### config.mk
export PLATFORM = sky130hd
export DESIGN_NAME = fu_br_flat
export DESIGN_NICKNAME = d
export VERILOG_FILES = /design/src/rtl/bp_types.sv /design/src/rtl/rv32i_types.sv /design/src/rtl/bp_ifs.sv /design/src/rtl/fu_br.sv /design/src/flat_wrapper.sv
export VERILOG_INCLUDE_DIRS = /design/src /design/src/rtl
export SDC_FILE = /design/constraint.sdc
export NUM_CORES = 1
export LEC_CHECK = 0
export ABC_AREA = 1
export CAP_MARGIN = 20
export CORE_AREA = 2 2 148 150
export DETAILED_ROUTE_END_ITERATION = 7
export DIE_AREA = 0 0 150 152
export DONT_BUFFER_PORTS = 1
export SLEW_MARGIN = 25
export SYNTH_ARGS = -nofsm -noshare
export SYNTH_HDL_FRONTEND = slang
export SYNTH_SLANG_ARGS = --single-unit
### constraint.sdc
create_clock -name vclk -period 7.3
set_input_delay 0.73 -clock vclk [all_inputs]
set_output_delay 0.73 -clock vclk [all_outputs]
set_load 0.01 [all_outputs]
### src/rtl/bp_defs.svh
`ifndef BP_DEFS_SVH
`define BP_DEFS_SVH

// BTB and LHT are both indexed by the pc bits just above the word offset.
`define BTB_IDX_BITS 8
`define LHT_IDX_BITS 8

// Local history length. The history itself indexes the PHT.
`define HIST_BITS 8

`endif

### src/rtl/bp_types.sv
`include "bp_defs.svh"

package bp_types;

    // Two-bit saturating counter. Values 2 and 3 predict taken.
    typedef logic [1:0] counter_t;

    // Local branch history, newest outcome in bit 0.
    typedef logic [`HIST_BITS-1:0] history_t;

    // One line of the branch target buffer.
    typedef struct packed {
        logic        valid;
        logic [31:0] target;
    } btb_entry_t;

endpackage : bp_types

### src/rtl/rv32i_types.sv
package rv32i_types;

    // Base opcodes seen by the branch unit. Everything else folds into op_b_other.
    typedef enum logic [6:0] {
        op_b_jal   = 7'b1101111,
        op_b_jalr  = 7'b1100111,
        op_b_br    = 7'b1100011,
        op_b_other = 7'b0010011
    } opcode_t;

    typedef enum logic [2:0] {
        branch_f3_beq  = 3'b000,
        branch_f3_bne  = 3'b001,
        branch_f3_blt  = 3'b100,
        branch_f3_bge  = 3'b101,
        branch_f3_bltu = 3'b110,
        branch_f3_bgeu = 3'b111
    } branch_funct3_t;

    typedef struct packed {
        logic [11:0] imm;
        logic [4:0]  rs1;
        logic [2:0]  funct3;
        logic [4:0]  rd;
        logic [6:0]  opcode;
    } i_fmt_t;

    typedef struct packed {
        logic        imm_12;
        logic [5:0]  imm_10_5;
        logic [4:0]  rs2;
        logic [4:0]  rs1;
        logic [2:0]  funct3;
        logic [3:0]  imm_4_1;
        logic        imm_11;
        logic [6:0]  opcode;
    } b_fmt_t;

    typedef struct packed {
        logic        imm_20;
        logic [9:0]  imm_10_1;
        logic        imm_11;
        logic [7:0]  imm_19_12;
        logic [4:0]  rd;
        logic [6:0]  opcode;
    } j_fmt_t;

    // The same instruction word, seen through each immediate layout.
    typedef union packed {
        i_fmt_t i_fmt;
        b_fmt_t b_fmt;
        j_fmt_t j_fmt;
    } instr_u;

    typedef struct packed {
        opcode_t             opcode;
        logic [2:0]          funct3;
        logic [31:0]         pc;
        logic [31:0]         i_imm;
        logic [31:0]         b_imm;
        logic [31:0]         j_imm;
        logic                lht_valid;
        bp_types::history_t  lht_true;
        logic                pht_valid;
        bp_types::counter_t  pht;
        logic                bp;
        logic [31:0]         bp_addr;
    } decode_info_t;

endpackage : rv32i_types

### src/rtl/bp_ifs.sv
`timescale 1ns/1ps
`include "bp_defs.svh"


// Table writes from the resolver. Both enables are active low.
interface bp_update_if;
    import bp_types::*;

    logic                     btb_web;
    logic [`BTB_IDX_BITS-1:0] btb_addr;
    logic [31:0]              btb_din;
    logic                     ht_web;
    logic [`LHT_IDX_BITS-1:0] lht_addr;
    history_t                 lht_in;
    logic [`HIST_BITS-1:0]    pht_addr;
    counter_t                 pht_in;

    modport resolver (
        output btb_web, btb_addr, btb_din, ht_web, lht_addr, lht_in, pht_addr, pht_in
    );

    modport tables (
        input btb_web, btb_addr, btb_din, ht_web, lht_addr, lht_in, pht_addr, pht_in
    );
endinterface : bp_update_if

### src/rtl/fu_br.sv
`timescale 1ns/1ps
`include "bp_defs.svh"

module fu_br (
    input  logic [31:0]               rs1_v,
    input  logic [31:0]               rs2_v,
    input  rv32i_types::decode_info_t decode_info,
    input  logic                      start,
    output logic [31:0]               rd_v,
    output logic                      valid,
    output logic                      busy,
    output logic                      pc_select,
    output logic [31:0]               pc_branch,
    bp_update_if.resolver             upd
);
    import rv32i_types::*;
    import bp_types::*;

    logic        br_en;
    logic        taken;
    logic [31:0] target;
    logic [31:0] link;
    logic        pred_hit;
    history_t    hist_next;
    counter_t    pht_next;

    assign link  = decode_info.pc + 32'd4;
    assign valid = start;
    assign busy  = start;

    always_comb begin
        case (decode_info.funct3)
            branch_f3_beq  : br_en = (rs1_v == rs2_v);
            branch_f3_bne  : br_en = (rs1_v != rs2_v);
            branch_f3_blt  : br_en = ($signed(rs1_v) <  $signed(rs2_v));
            branch_f3_bge  : br_en = ($signed(rs1_v) >= $signed(rs2_v));
            branch_f3_bltu : br_en = (rs1_v <  rs2_v);
            branch_f3_bgeu : br_en = (rs1_v >= rs2_v);
            default        : br_en = 1'b0;   // Reserved funct3 never branches.
        endcase
    end

    // Actual outcome. Target stays zero when nothing is taken.
    always_comb begin
        rd_v   = '0;
        taken  = 1'b0;
        target = '0;
        if (start) begin
            case (decode_info.opcode)
                op_b_jal : begin
                    rd_v   = link;
                    taken  = 1'b1;
                    target = decode_info.pc + decode_info.j_imm;
                end
                op_b_jalr : begin
                    rd_v   = link;
                    taken  = 1'b1;
                    target = (rs1_v + decode_info.i_imm) & ~32'd1;
                end
                op_b_br : begin
                    if (br_en) begin
                        taken  = 1'b1;
                        target = decode_info.pc + decode_info.b_imm;
                    end
                end
                default : begin
                    taken = 1'b0;
                end
            endcase
        end
    end

    assign pred_hit = decode_info.bp && (decode_info.bp_addr == target);

    always_comb begin
        pc_select = 1'b0;
        pc_branch = '0;
        if (start) begin
            if (decode_info.bp && !taken) begin
                pc_select = 1'b1;   // Predicted taken, fall through instead.
                pc_branch = link;
            end else if (taken && !pred_hit) begin
                pc_select = 1'b1;
                pc_branch = target;
            end
        end
    end

    // New history and counter for the tables.
    always_comb begin
        if (!decode_info.lht_valid) begin
            hist_next = {{(`HIST_BITS-1){1'b0}}, taken};
            pht_next  = taken ? 2'd3 : 2'd1;
        end else begin
            hist_next = {decode_info.lht_true[`HIST_BITS-2:0], taken};
            if (!decode_info.pht_valid) begin
                pht_next = 2'd3;
            end else if (taken) begin
                pht_next = (decode_info.pht == 2'd3) ? 2'd3 : decode_info.pht + 2'd1;
            end else begin
                pht_next = (decode_info.pht == 2'd0) ? 2'd0 : decode_info.pht - 2'd1;
            end
        end
    end

    assign upd.ht_web   = ~start;
    assign upd.lht_addr = decode_info.pc[`LHT_IDX_BITS+1:2];
    assign upd.lht_in   = hist_next;
    assign upd.pht_addr = decode_info.lht_valid ? decode_info.lht_true : '0;
    assign upd.pht_in   = pht_next;

    // Only taken branches earn a BTB entry.
    assign upd.btb_web  = ~taken;
    assign upd.btb_addr = decode_info.pc[`BTB_IDX_BITS+1:2];
    assign upd.btb_din  = target;

endmodule : fu_br

### src/flat_wrapper.sv
// flat-port wrapper written by rule: the top's interface ports become plain ports
module fu_br_flat import rv32i_types::*; import bp_types::*;
  (rs1_v, rs2_v, decode_info, start, rd_v, valid, busy, pc_select, pc_branch, upd_btb_web, upd_btb_addr, upd_btb_din, upd_ht_web, upd_lht_addr, upd_lht_in, upd_pht_addr, upd_pht_in);
  bp_update_if upd_i ();
  input  logic [31:0] rs1_v;
  input  logic [31:0] rs2_v;
  input  rv32i_types::decode_info_t decode_info;
  input  logic start;
  output logic [31:0] rd_v;
  output logic valid;
  output logic busy;
  output logic pc_select;
  output logic [31:0] pc_branch;
  output wire logic [$bits(upd_i.btb_web)-1:0] upd_btb_web;
  output wire logic [$bits(upd_i.btb_addr)-1:0] upd_btb_addr;
  output wire logic [$bits(upd_i.btb_din)-1:0] upd_btb_din;
  output wire logic [$bits(upd_i.ht_web)-1:0] upd_ht_web;
  output wire logic [$bits(upd_i.lht_addr)-1:0] upd_lht_addr;
  output wire logic [$bits(upd_i.lht_in)-1:0] upd_lht_in;
  output wire logic [$bits(upd_i.pht_addr)-1:0] upd_pht_addr;
  output wire logic [$bits(upd_i.pht_in)-1:0] upd_pht_in;
  assign upd_btb_web = upd_i.btb_web;
  assign upd_btb_addr = upd_i.btb_addr;
  assign upd_btb_din = upd_i.btb_din;
  assign upd_ht_web = upd_i.ht_web;
  assign upd_lht_addr = upd_i.lht_addr;
  assign upd_lht_in = upd_i.lht_in;
  assign upd_pht_addr = upd_i.pht_addr;
  assign upd_pht_in = upd_i.pht_in;
  fu_br u_core (.rs1_v(rs1_v), .rs2_v(rs2_v), .decode_info(decode_info), .start(start), .rd_v(rd_v), .valid(valid), .busy(busy), .pc_select(pc_select), .pc_branch(pc_branch), .upd(upd_i));
endmodule
==> results of run 1 <==
-- power by group through the flow --
stage	registers [µW]	logic (µW)	clock network, µW
floorplan	0	485	0
global placement	0	598	0
detailed placement	0	597	0
CTS	0	602	0
global route	0	689	0
finish	0	610	0.0000491
-- logic make-up (layout without fill, tap and decap cells) --
group | count (synthesis) | after routing | synth area share, %
other | 0 | 4 | 0
AO/OA/AOI/OAI | 388 | 388 | 22.4
buffers and inverters | 334 | 287 | 14.6
XOR/XNOR | 48 | 48 | 4.35
AND/OR/NAND/NOR | 917 | 917 | 41.8
adder cells (fa/ha/maj) | 128 | 128 | 16.8
-- metal layers --
| metal | up-vias | global-route usage (%) | routed length (µm) |
|---|---|---|---|
| met2 | 540 | 57.0 | 18200 |
| met4 | 4 | 7.01 | 891 |
| met3 | 57 | 5.35 | 3500 |
| li1 | 5888 | - | - |
| met5 | - | 0 | 27 |
| met1 | 5279 | 42.0 | 16500 |
-- through the flow --
step	power, µW	instance area, µm²	hold slack [ns]
final	610	9730	1.46
after global routing	689	9720	1.46
after CTS	602	9720	1.46
after detailed placement	597	9720	1.46
after global placement	598	9720	1.46
after floorplan	485	9670	1.51
-- worst paths after layout --
| path | startpoint | endpoint | cells after the start |
|---|---|---|---|
| min | start | valid | 0 |
| max | rs2_v[7] | pc_branch[31] | 20 |
-- synth_stat cells (3+ instances only) --
cell	count
nand2_1	448
inv_1	274
nor2_1	200
a21oi_1	158
o21ai_0	136
ha_1	125
nand3_1	124
xor2_1	34
nor3_1	30
buf_4	27
nand4_1	25
nand3b_1	24
nor2_2	21
a21o_1	19
o21bai_1	17
a31oi_1	16
xnor2_1	14
clkbuf_1	12
nand3_2	11
or2_2	10
buf_2	8
nor4_1	8
o21a_1	8
o21ai_1	8
nand2_2	7
a21boi_0	4
buf_1	4
o221ai_1	4
fa_1	3
inv_2	3
o2111ai_1	3
o211ai_1	3
-- final cells by class --
type	count	area, µm²
repair buffers	8	60.1
fillers	2461	11600
well taps	280	350
inverters	279	1050
multi-input cells	1481	8260
diodes	4	10.0
==> flow_metrics.py, run 1 <==
metrics = {
    "outcome": {
        "status": "finished, final reports clean",
    },
    "power": {
        "p_switching_uw": 399,
        "seqPwrFrac_pct": 0,
        "p_per_area_nw_per_um2": 62.8,
        "switching_share_pct": 65.4,
        "p_int_uw": 211,
        "ir_worst_vdd_v": 0.0000256,
        "power_frac_clock_pct": 0,
        "power_leakage_uw": 0.00514,
        "combPwrFrac_pct": 100.0,
    },
    "drt": {
        "drcViolationCount": 0,
        "num_vias": 11768,
        "viasPerCell": 5.73,
        "dr.first_iter.drc_count": 664,
        "wl_per_cell_um": 19.1,
        "drtPass1Iterations": 7,
        "wl_um": 39200,
        "postRouteAntennaNets": 0,
    },
    "worst_setup_path": {
        "slowest_delay_ns": 0.79,
        "required_ns": 6.57,
        "path_common_cell": "nand2_1",
        "crit_fanout": 37,
        "worst_setup_path_start_kind": "input port",
        "slowest_stage": "clkinv_1",
        "end_kind": "output pin",
        "crit_buf_inv": 4,
        "path_cells": "inv_1 -> ha_1 -> nand2_1 -> nor2_1 -> nand4_1 -> nor2_1 -> nand2_1 -> nand3_1 -> nand2_1 -> inv_1 -> nor2_4 -> nand3_4 -> nand2_2 -> a21oi_4 -> inv_1 -> nand2_1 -> clkinv_1 -> o21ai_0 -> o21ai_0 -> a21oi_1",
        "arrival_ns": 4.91,
        "path_delay_family": "compound AO/OA/AOI/OAI gates",
        "path_class": "input port to output pin",
    },
    "logic_synthesis": {
        "synth.avg_cell_area_um2": 5.33,
        "ys_seq_area_share_pct": 0,
        "syn_nets": 2191,
        "yosys.area.top_type": "nand2_1",
        "synthCells": 1815,
        "ys_top_cells_by_area": "nand2_1 (17%), ha_1 (16%), inv_1 (11%)",
        "ys_warn_count": 0,
        "netlist.area_leader.share_pct": 17.4,
        "yosysUniqueCellTypes": 51,
        "netlist_area_um2": 9670,
    },
    "global_route": {
        "grt_util_all_layers_pct": 32.7,
        "grt_pass1_wl_um": 59600,
        "grt_max_degree": 52,
        "grt_pass1_vias": 11333,
        "antenna_found_initial": 4,
        "grt.overflow.total": 0,
    },
    "placed_design": {
        "post-place-ws_ns": 2.10,
        "place.gp.congestion": 1.00,
        "portBuffers": 0,
        "detailed_place_hpwl_um": 34500,
        "dp_cells": 2048,
    },
    "sta": {
        "finalCritPeriodShare_pct": 77.2,
        "fin_setup_tns_ns": 0,
        "setup_ws_ns": 1.66,
        "worst_pin_slew_ns": 1.02,
        "min_period_ns": 5.64,
        "maxSlewViolCount": 0,
        "max_slew_margin_pct": 31.7,
        "setup_viol": 0,
        "hold_viol_final": 0,
        "rsz0062_at_grt": "false",
        "fmax_mhz": 177,
    },
    "floorplanning": {
        "dieArea_um2": 22800,
        "placementRows": 54,
        "dieHeight_um": 152,
        "ios": 383,
        "initial_core_util_pct": 45.3,
        "core_area_um2": 21400,
        "die_w_um": 150,
    },
    "cells_and_area": {
        "final_cell_mix": "nand2_1 (448), inv_1 (273), nor2_1 (200)",
        "area_growth_pct": 0.621,
        "seq_area_um2": 0,
        "final_nets": 2146,
        "flops_and_latches": 0,
        "layout-drive-gt1-share_pct": 4.07,
        "final_common_cell": "nand2_1",
        "utilization_pct": 45.6,
        "n_clock_buffer": 0,
        "final_cells": 2052,
    },
    "min_path": {
        "min-delay-path-class": "input port to output pin",
    },
    "cts": {
        "post_cts_resized": 0,
        "postCtsSetupBuffers": 0,
        "hold_buffers": 0,
    },
    "run": {
        "drv_cap": 0,
    },
}
No activity file was read; power rests on OpenSTA's default activity.
==> run 2: changes to the inputs <==
clock period = 5.4 ns   (was 7.3 ns; I/O delays follow)
==> run 2 against run 1 <==
Critical endpoint is now pc_branch[11]. Non-clock buffer count up 1. Critical path type unchanged. Largest cell class unchanged. Critical path depth up 3. Die area unchanged.
==> flow_metrics.py, run 2 (synthesis gave the netlist of run 1 again) <==
metrics = {
    "drt": {
        "postRouteAntennaNets": 0,
        "viasPerCell": 5.78,
        "num_vias": 11846,
        "drtPass1Iterations": 7,
        "wl_um": 39800,
        "drcViolationCount": 0,
        "dr.first_iter.drc_count": 729,
        "wl_per_cell_um": 19.4,
    },
    "sta": {
        "max_slew_margin_pct": 40.7,
        "fin_setup_tns_ns": 0,
        "hold_viol_final": 0,
        "rsz0062_at_grt": "false",
        "setup_viol": 0,
        "fmax_mhz": 207,
        "worst_pin_slew_ns": 0.885,
        "maxSlewViolCount": 0,
        "finalCritPeriodShare_pct": 89.6,
        "min_period_ns": 4.84,
    },
    "placed_design": {
        "detailed_place_hpwl_um": 35000,
        "place.gp.congestion": 0.977,
        "portBuffers": 0,
    },
    "floorplanning": {
        "initial_core_util_pct": 45.3,
        "core_area_um2": 21400,
        "ios": 383,
        "dieArea_um2": 22800,
        "placementRows": 54,
        "die_w_um": 150,
        "dieHeight_um": 152,
    },
    "power": {
        "power_leakage_uw": 0.00515,
        "ir_worst_vdd_v": 0.0000456,
        "p_per_area_nw_per_um2": 85.3,
    },
    "worst_setup_path": {
        "path_class": "input port to output pin",
        "end_kind": "output pin",
        "required_ns": 4.86,
        "worst_setup_path_start_kind": "input port",
        "crit_fanout": 28,
        "arrival_ns": 4.30,
    },
    "global_route": {
        "grt_max_degree": 52,
        "grt_util_met3_pct": 5.59,
        "grt_util_all_layers_pct": 33.1,
        "grtUsageMet2_pct": 57.1,
        "antenna_found_initial": 3,
        "grt.overflow.total": 0,
        "gr-max-usage-layer": "met2",
        "met1_usage_pct": 42.3,
        "grt_pass1_wl_um": 59600,
        "grt_pass1_vias": 11246,
    },
    "cts": {
        "hold_buffers": 0,
        "postCtsSetupBuffers": 0,
        "post_cts_resized": 0,
    },
    "cells_and_area": {
        "final_common_cell": "nand2_1",
        "fill_cells": 2521,
        "final_nets": 2147,
        "flops_and_latches": 0,
        "final_cell_mix": "nand2_1 (448), inv_1 (273), nor2_1 (200)",
        "utilization_pct": 45.6,
        "n_clock_buffer": 0,
        "area_growth_pct": 0.777,
        "seq_area_um2": 0,
        "layout-drive-gt1-share_pct": 4.13,
        "multi_input_area_um2": 8260,
    },
    "outcome": {
        "status": "finished, final reports clean",
    },
    "run": {
        "drv_cap": 0,
    },
    "min_path": {
        "min-delay-path-class": "input port to output pin",
    },
}
[run 2: path summary, 6_finish.rpt]
| path | startpoint | endpoint | slack (ns) | cells past startpoint |
|---|---|---|---|---|
| max | decode_info[45] | pc_branch[11] | 0.56 | 23 |
| min | start | valid | 1.08 | 0 |
[run 2: layer usage]
layer	share of wire [%]	wire, µm
met3	8.8	3480
met1	42	16700
met2	46	18300
met5	0.033	13
met4	3.2	1250
[run 2: final cells by class]
type	instances	share of cell area (%)
antenna	2	0.0514
inverter	279	10.8
multi-input combinational	1481	84.8
tap	280	3.60
timing repair buffer	9	0.822
[run 2: stage by stage]
stage | hold slack, ns | std cells | power [µW] | area, µm² | setup slack [ns]
after floorplan | 1.13 | 1815 | 656 | 9670 | 1.52
after global placement | 1.08 | 2049 | 814 | 9740 | 0.614
after detailed placement | 1.08 | 2049 | 815 | 9740 | 0.594
after CTS | 1.08 | 2049 | 821 | 9740 | 0.584
after global routing | 1.08 | 2049 | 938 | 9740 | 0.308
final | 1.08 | 2051 | 831 | 9740 | 0.563
[run 2: report_power, final]
part / total, µW / switching [µW] / internal, µW
combinational: 831 / 544 / 286
sequential: 0 / 0 / 0
clock: 0.0000496 / 0 / 0.0000496
total: 831 / 544 / 286
[run 2: critical path, stage by stage]
cell,delay [ns]
ha_1,0.28
fa_1,0.47
nand2_1,0.11
nand2_1,0.05
o21ai_0,0.15
inv_1,0.10
nand3_1,0.09
nand3_1,0.22
nand2_1,0.12
nand2_1,0.10
or2_2,0.29
nand3_1,0.07
nand3_1,0.21
nand3_1,0.13
nand4_1,0.18
nor2_1,0.16
nand2_1,0.06
nor2_1,0.24
nand3_2,0.14
nand2_4,0.13
nand2_4,0.08
nand2_8,0.22
nor2_1,0.13
==> run 3: changes to the inputs <==
ABC_AREA = 0   (was 1)
CORE_AREA = 2 2 151 153   (was 2 2 148 150)
DIE_AREA = 0 0 153 155   (was 0 0 150 152)
==> run 3 against run 2 <==
Non-clock buffer count increased by 30. First-iteration DRC count increased by 27%. Critical path depth decreased by 7. Area after synthesis decreased by 4.3%. Clock-buffer cell count unchanged. Design area decreased by 1.5%. Sequential share of layout area unchanged. Die area increased by 4.0%. Largest power group unchanged. Via count decreased by 7.5%. Synthesized cell count decreased by 20%. Fmax decreased by 7.9%. Sequential cell count unchanged.
==> flow_metrics.py, run 3 <==
metrics = {
    "drt": {
        "wl_um": 39600,
        "drcViolationCount": 0,
        "wl_per_cell_um": 23.3,
        "postRouteAntennaNets": 0,
        "viasPerCell": 6.44,
        "dr.first_iter.drc_count": 923,
        "num_vias": 10952,
        "drtPass1Iterations": 5,
    },
    "sta": {
        "maxSlewViolCount": 0,
        "fmax_mhz": 190,
        "setup_ws_ns": 0.149,
        "finalCritPeriodShare_pct": 97.2,
        "worst_pin_slew_ns": 0.705,
        "min_period_ns": 5.25,
        "setup_viol": 0,
        "hold_viol_final": 0,
        "max_slew_margin_pct": 52.4,
    },
    "power": {
        "p_total_uw": 903,
        "p_switching_uw": 545,
        "switching_share_pct": 60.3,
        "power_frac_clock_pct": 0,
        "combPwrFrac_pct": 100.0,
        "seqPwrFrac_pct": 0,
        "p_per_area_nw_per_um2": 94.1,
        "power_leakage_uw": 0.00396,
        "ir_worst_vdd_v": 0.0000373,
        "p_int_uw": 358,
    },
    "placed_design": {
        "detailed_place_hpwl_um": 33700,
        "portBuffers": 0,
        "place.gp.congestion": 0.968,
        "post-place-ws_ns": 0.0658,
    },
    "worst_setup_path": {
        "required_ns": 4.86,
        "path_class": "input port to output pin",
        "crit_buf_inv": 2,
        "crit_fanout": 33,
        "path_delay_family": "compound AO/OA/AOI/OAI gates",
        "end_kind": "output pin",
        "path_common_cell": "nand4_1",
        "arrival_ns": 4.71,
        "slowest_delay_ns": 0.46,
        "worst_setup_path_start_kind": "input port",
        "slowest_stage": "or4_4",
        "path_cells": "inv_1 -> ha_1 -> nand4_1 -> nor2_1 -> a221o_1 -> o31a_1 -> or3_1 -> a211o_1 -> a21oi_4 -> a21oi_1 -> a2111oi_2 -> nand4_1 -> or4_4 -> nor4_4 -> buf_12 -> nor3_1",
        "cp_num_cells": 16,
    },
    "global_route": {
        "grt_max_degree": 34,
        "antenna_found_initial": 1,
        "grt_pass1_wl_um": 57600,
        "grt_pass1_vias": 9929,
        "grt_util_all_layers_pct": 30.6,
        "grt.overflow.total": 0,
    },
    "outcome": {
        "status": "finished, final reports clean",
    },
    "logic_synthesis": {
        "netlist_area_um2": 9250,
        "yosysUniqueCellTypes": 81,
        "synthCells": 1453,
        "synth.avg_cell_area_um2": 6.36,
        "yosysMostFrequentCell": "nor2_1",
        "netlist.area_leader.share_pct": 16.9,
        "ys_top_cells_by_area": "ha_1 (17%), nor2_1 (8.0%), a21oi_1 (7.6%)",
        "yosys.area.top_type": "ha_1",
        "ys_seq_area_share_pct": 0,
        "ys_warn_count": 0,
        "ys_top_cells_by_count": "nor2_1 (197), a21oi_1 (140), nand2_1 (135)",
        "syn_nets": 1829,
    },
    "cells_and_area": {
        "final_common_cell": "nor2_1",
        "layout-drive-gt1-share_pct": 5.58,
        "seq_area_um2": 0,
        "flops_and_latches": 0,
        "final_nets": 1793,
        "n_clock_buffer": 0,
        "area_growth_pct": 3.76,
        "final_cell_mix": "nor2_1 (197), a21oi_1 (139), nand2_1 (135)",
    },
    "min_path": {
        "min-delay-path-class": "input port to output pin",
        "hold-path-endpoint": "upd_btb_addr[3]",
        "min_path_cells": 0,
        "hp-start": "decode_info[146]",
    },
    "floorplanning": {
        "die_w_um": 153,
        "core_area_um2": 22200,
        "ios": 383,
        "initial_core_util_pct": 41.6,
        "placementRows": 55,
        "dieHeight_um": 155,
        "dieArea_um2": 23700,
    },
    "run": {
        "drv_cap": 0,
    },
    "cts": {
        "hold_buffers": 0,
    },
}
run 3: cell types whose count changed in the layout (fill, tap and decap cells not counted), moves of 25 or more:
cell,change
nand3_1,-83
buf_4,+30
o21ai_0,-43
inv_1,-205
xnor2_1,+45
o211ai_1,+25
nand2_1,-313
run 3: how the worst max path moves through the flow:
stage	startpoint	to	slack, ns
CTS	rs2_v[31]	pc_branch[6]	0.02
detailed placement	rs2_v[31]	pc_branch[6]	0.07
floorplan	rs2_v[14]	pc_branch[22]	0.50
finish	rs2_v[11]	pc_branch[1]	0.15
global route	rs2_v[31]	pc_branch[4]	-0.04
global placement	decode_info[45]	pc_branch[0]	0.02
run 3: area by class of cell:
cell class         instances  area, µm²
fillers                 2502      12600
multi-input cells       1305       8660
inverters                 71        267
well taps                285        357
diodes                     1       2.50
repair buffers            39        305
run 3: cells by family after synthesis:
logic type / share of synthesized area (%)
simple gates: 30.0
compound gates: 33.5
buf+inv: 7.31
fa+ha+maj: 17.6
xor+xnor: 10.0
mux: 1.56
run 3: repair_timing:
item	4_1_cts	5_1_grt
setup endpoints to repair	0	33
buffers inserted	0	3
gates resized for setup	0	22
run 3: power by group through the flow:
stage          clock, µW  sequential (µW)  combinational [µW]
4_1_cts                0                0                 880
3_5_place_dp           0                0                 874
3_3_place_gp           0                0                 872
5_1_grt        0.0000249                0                 997
6_report       0.0000250                0                 903
2_1_floorplan          0                0                 697
run 3: metal layers:
layer / vias to the layer above / routed length [µm] / track usage, %
met5: - / 0 / 0
met3: 61 / 3830 / 8.13
met2: 508 / 18100 / 51.9
met4: 0 / 1290 / 8.47
met1: 5062 / 16400 / 38.4
li1: 5321 / - / -
run 3: through the flow:
| step | setup TNS (ns) | hold WS [ns] | utilization (%) | instances | area (µm²) |
|---|---|---|---|---|---|
| floorplan | 0 | 1.13 | - | 1453 | 9250 |
| global placement | 0 | 1.08 | 42.6 | 1697 | 9480 |
| detailed placement | 0 | 1.08 | 42.6 | 1697 | 9480 |
| CTS | 0 | 1.08 | 42.6 | 1697 | 9480 |
| global route | -0.937 | 1.08 | 43.2 | 1701 | 9590 |
| finish | 0 | 1.08 | 43.2 | 1701 | 9590 |
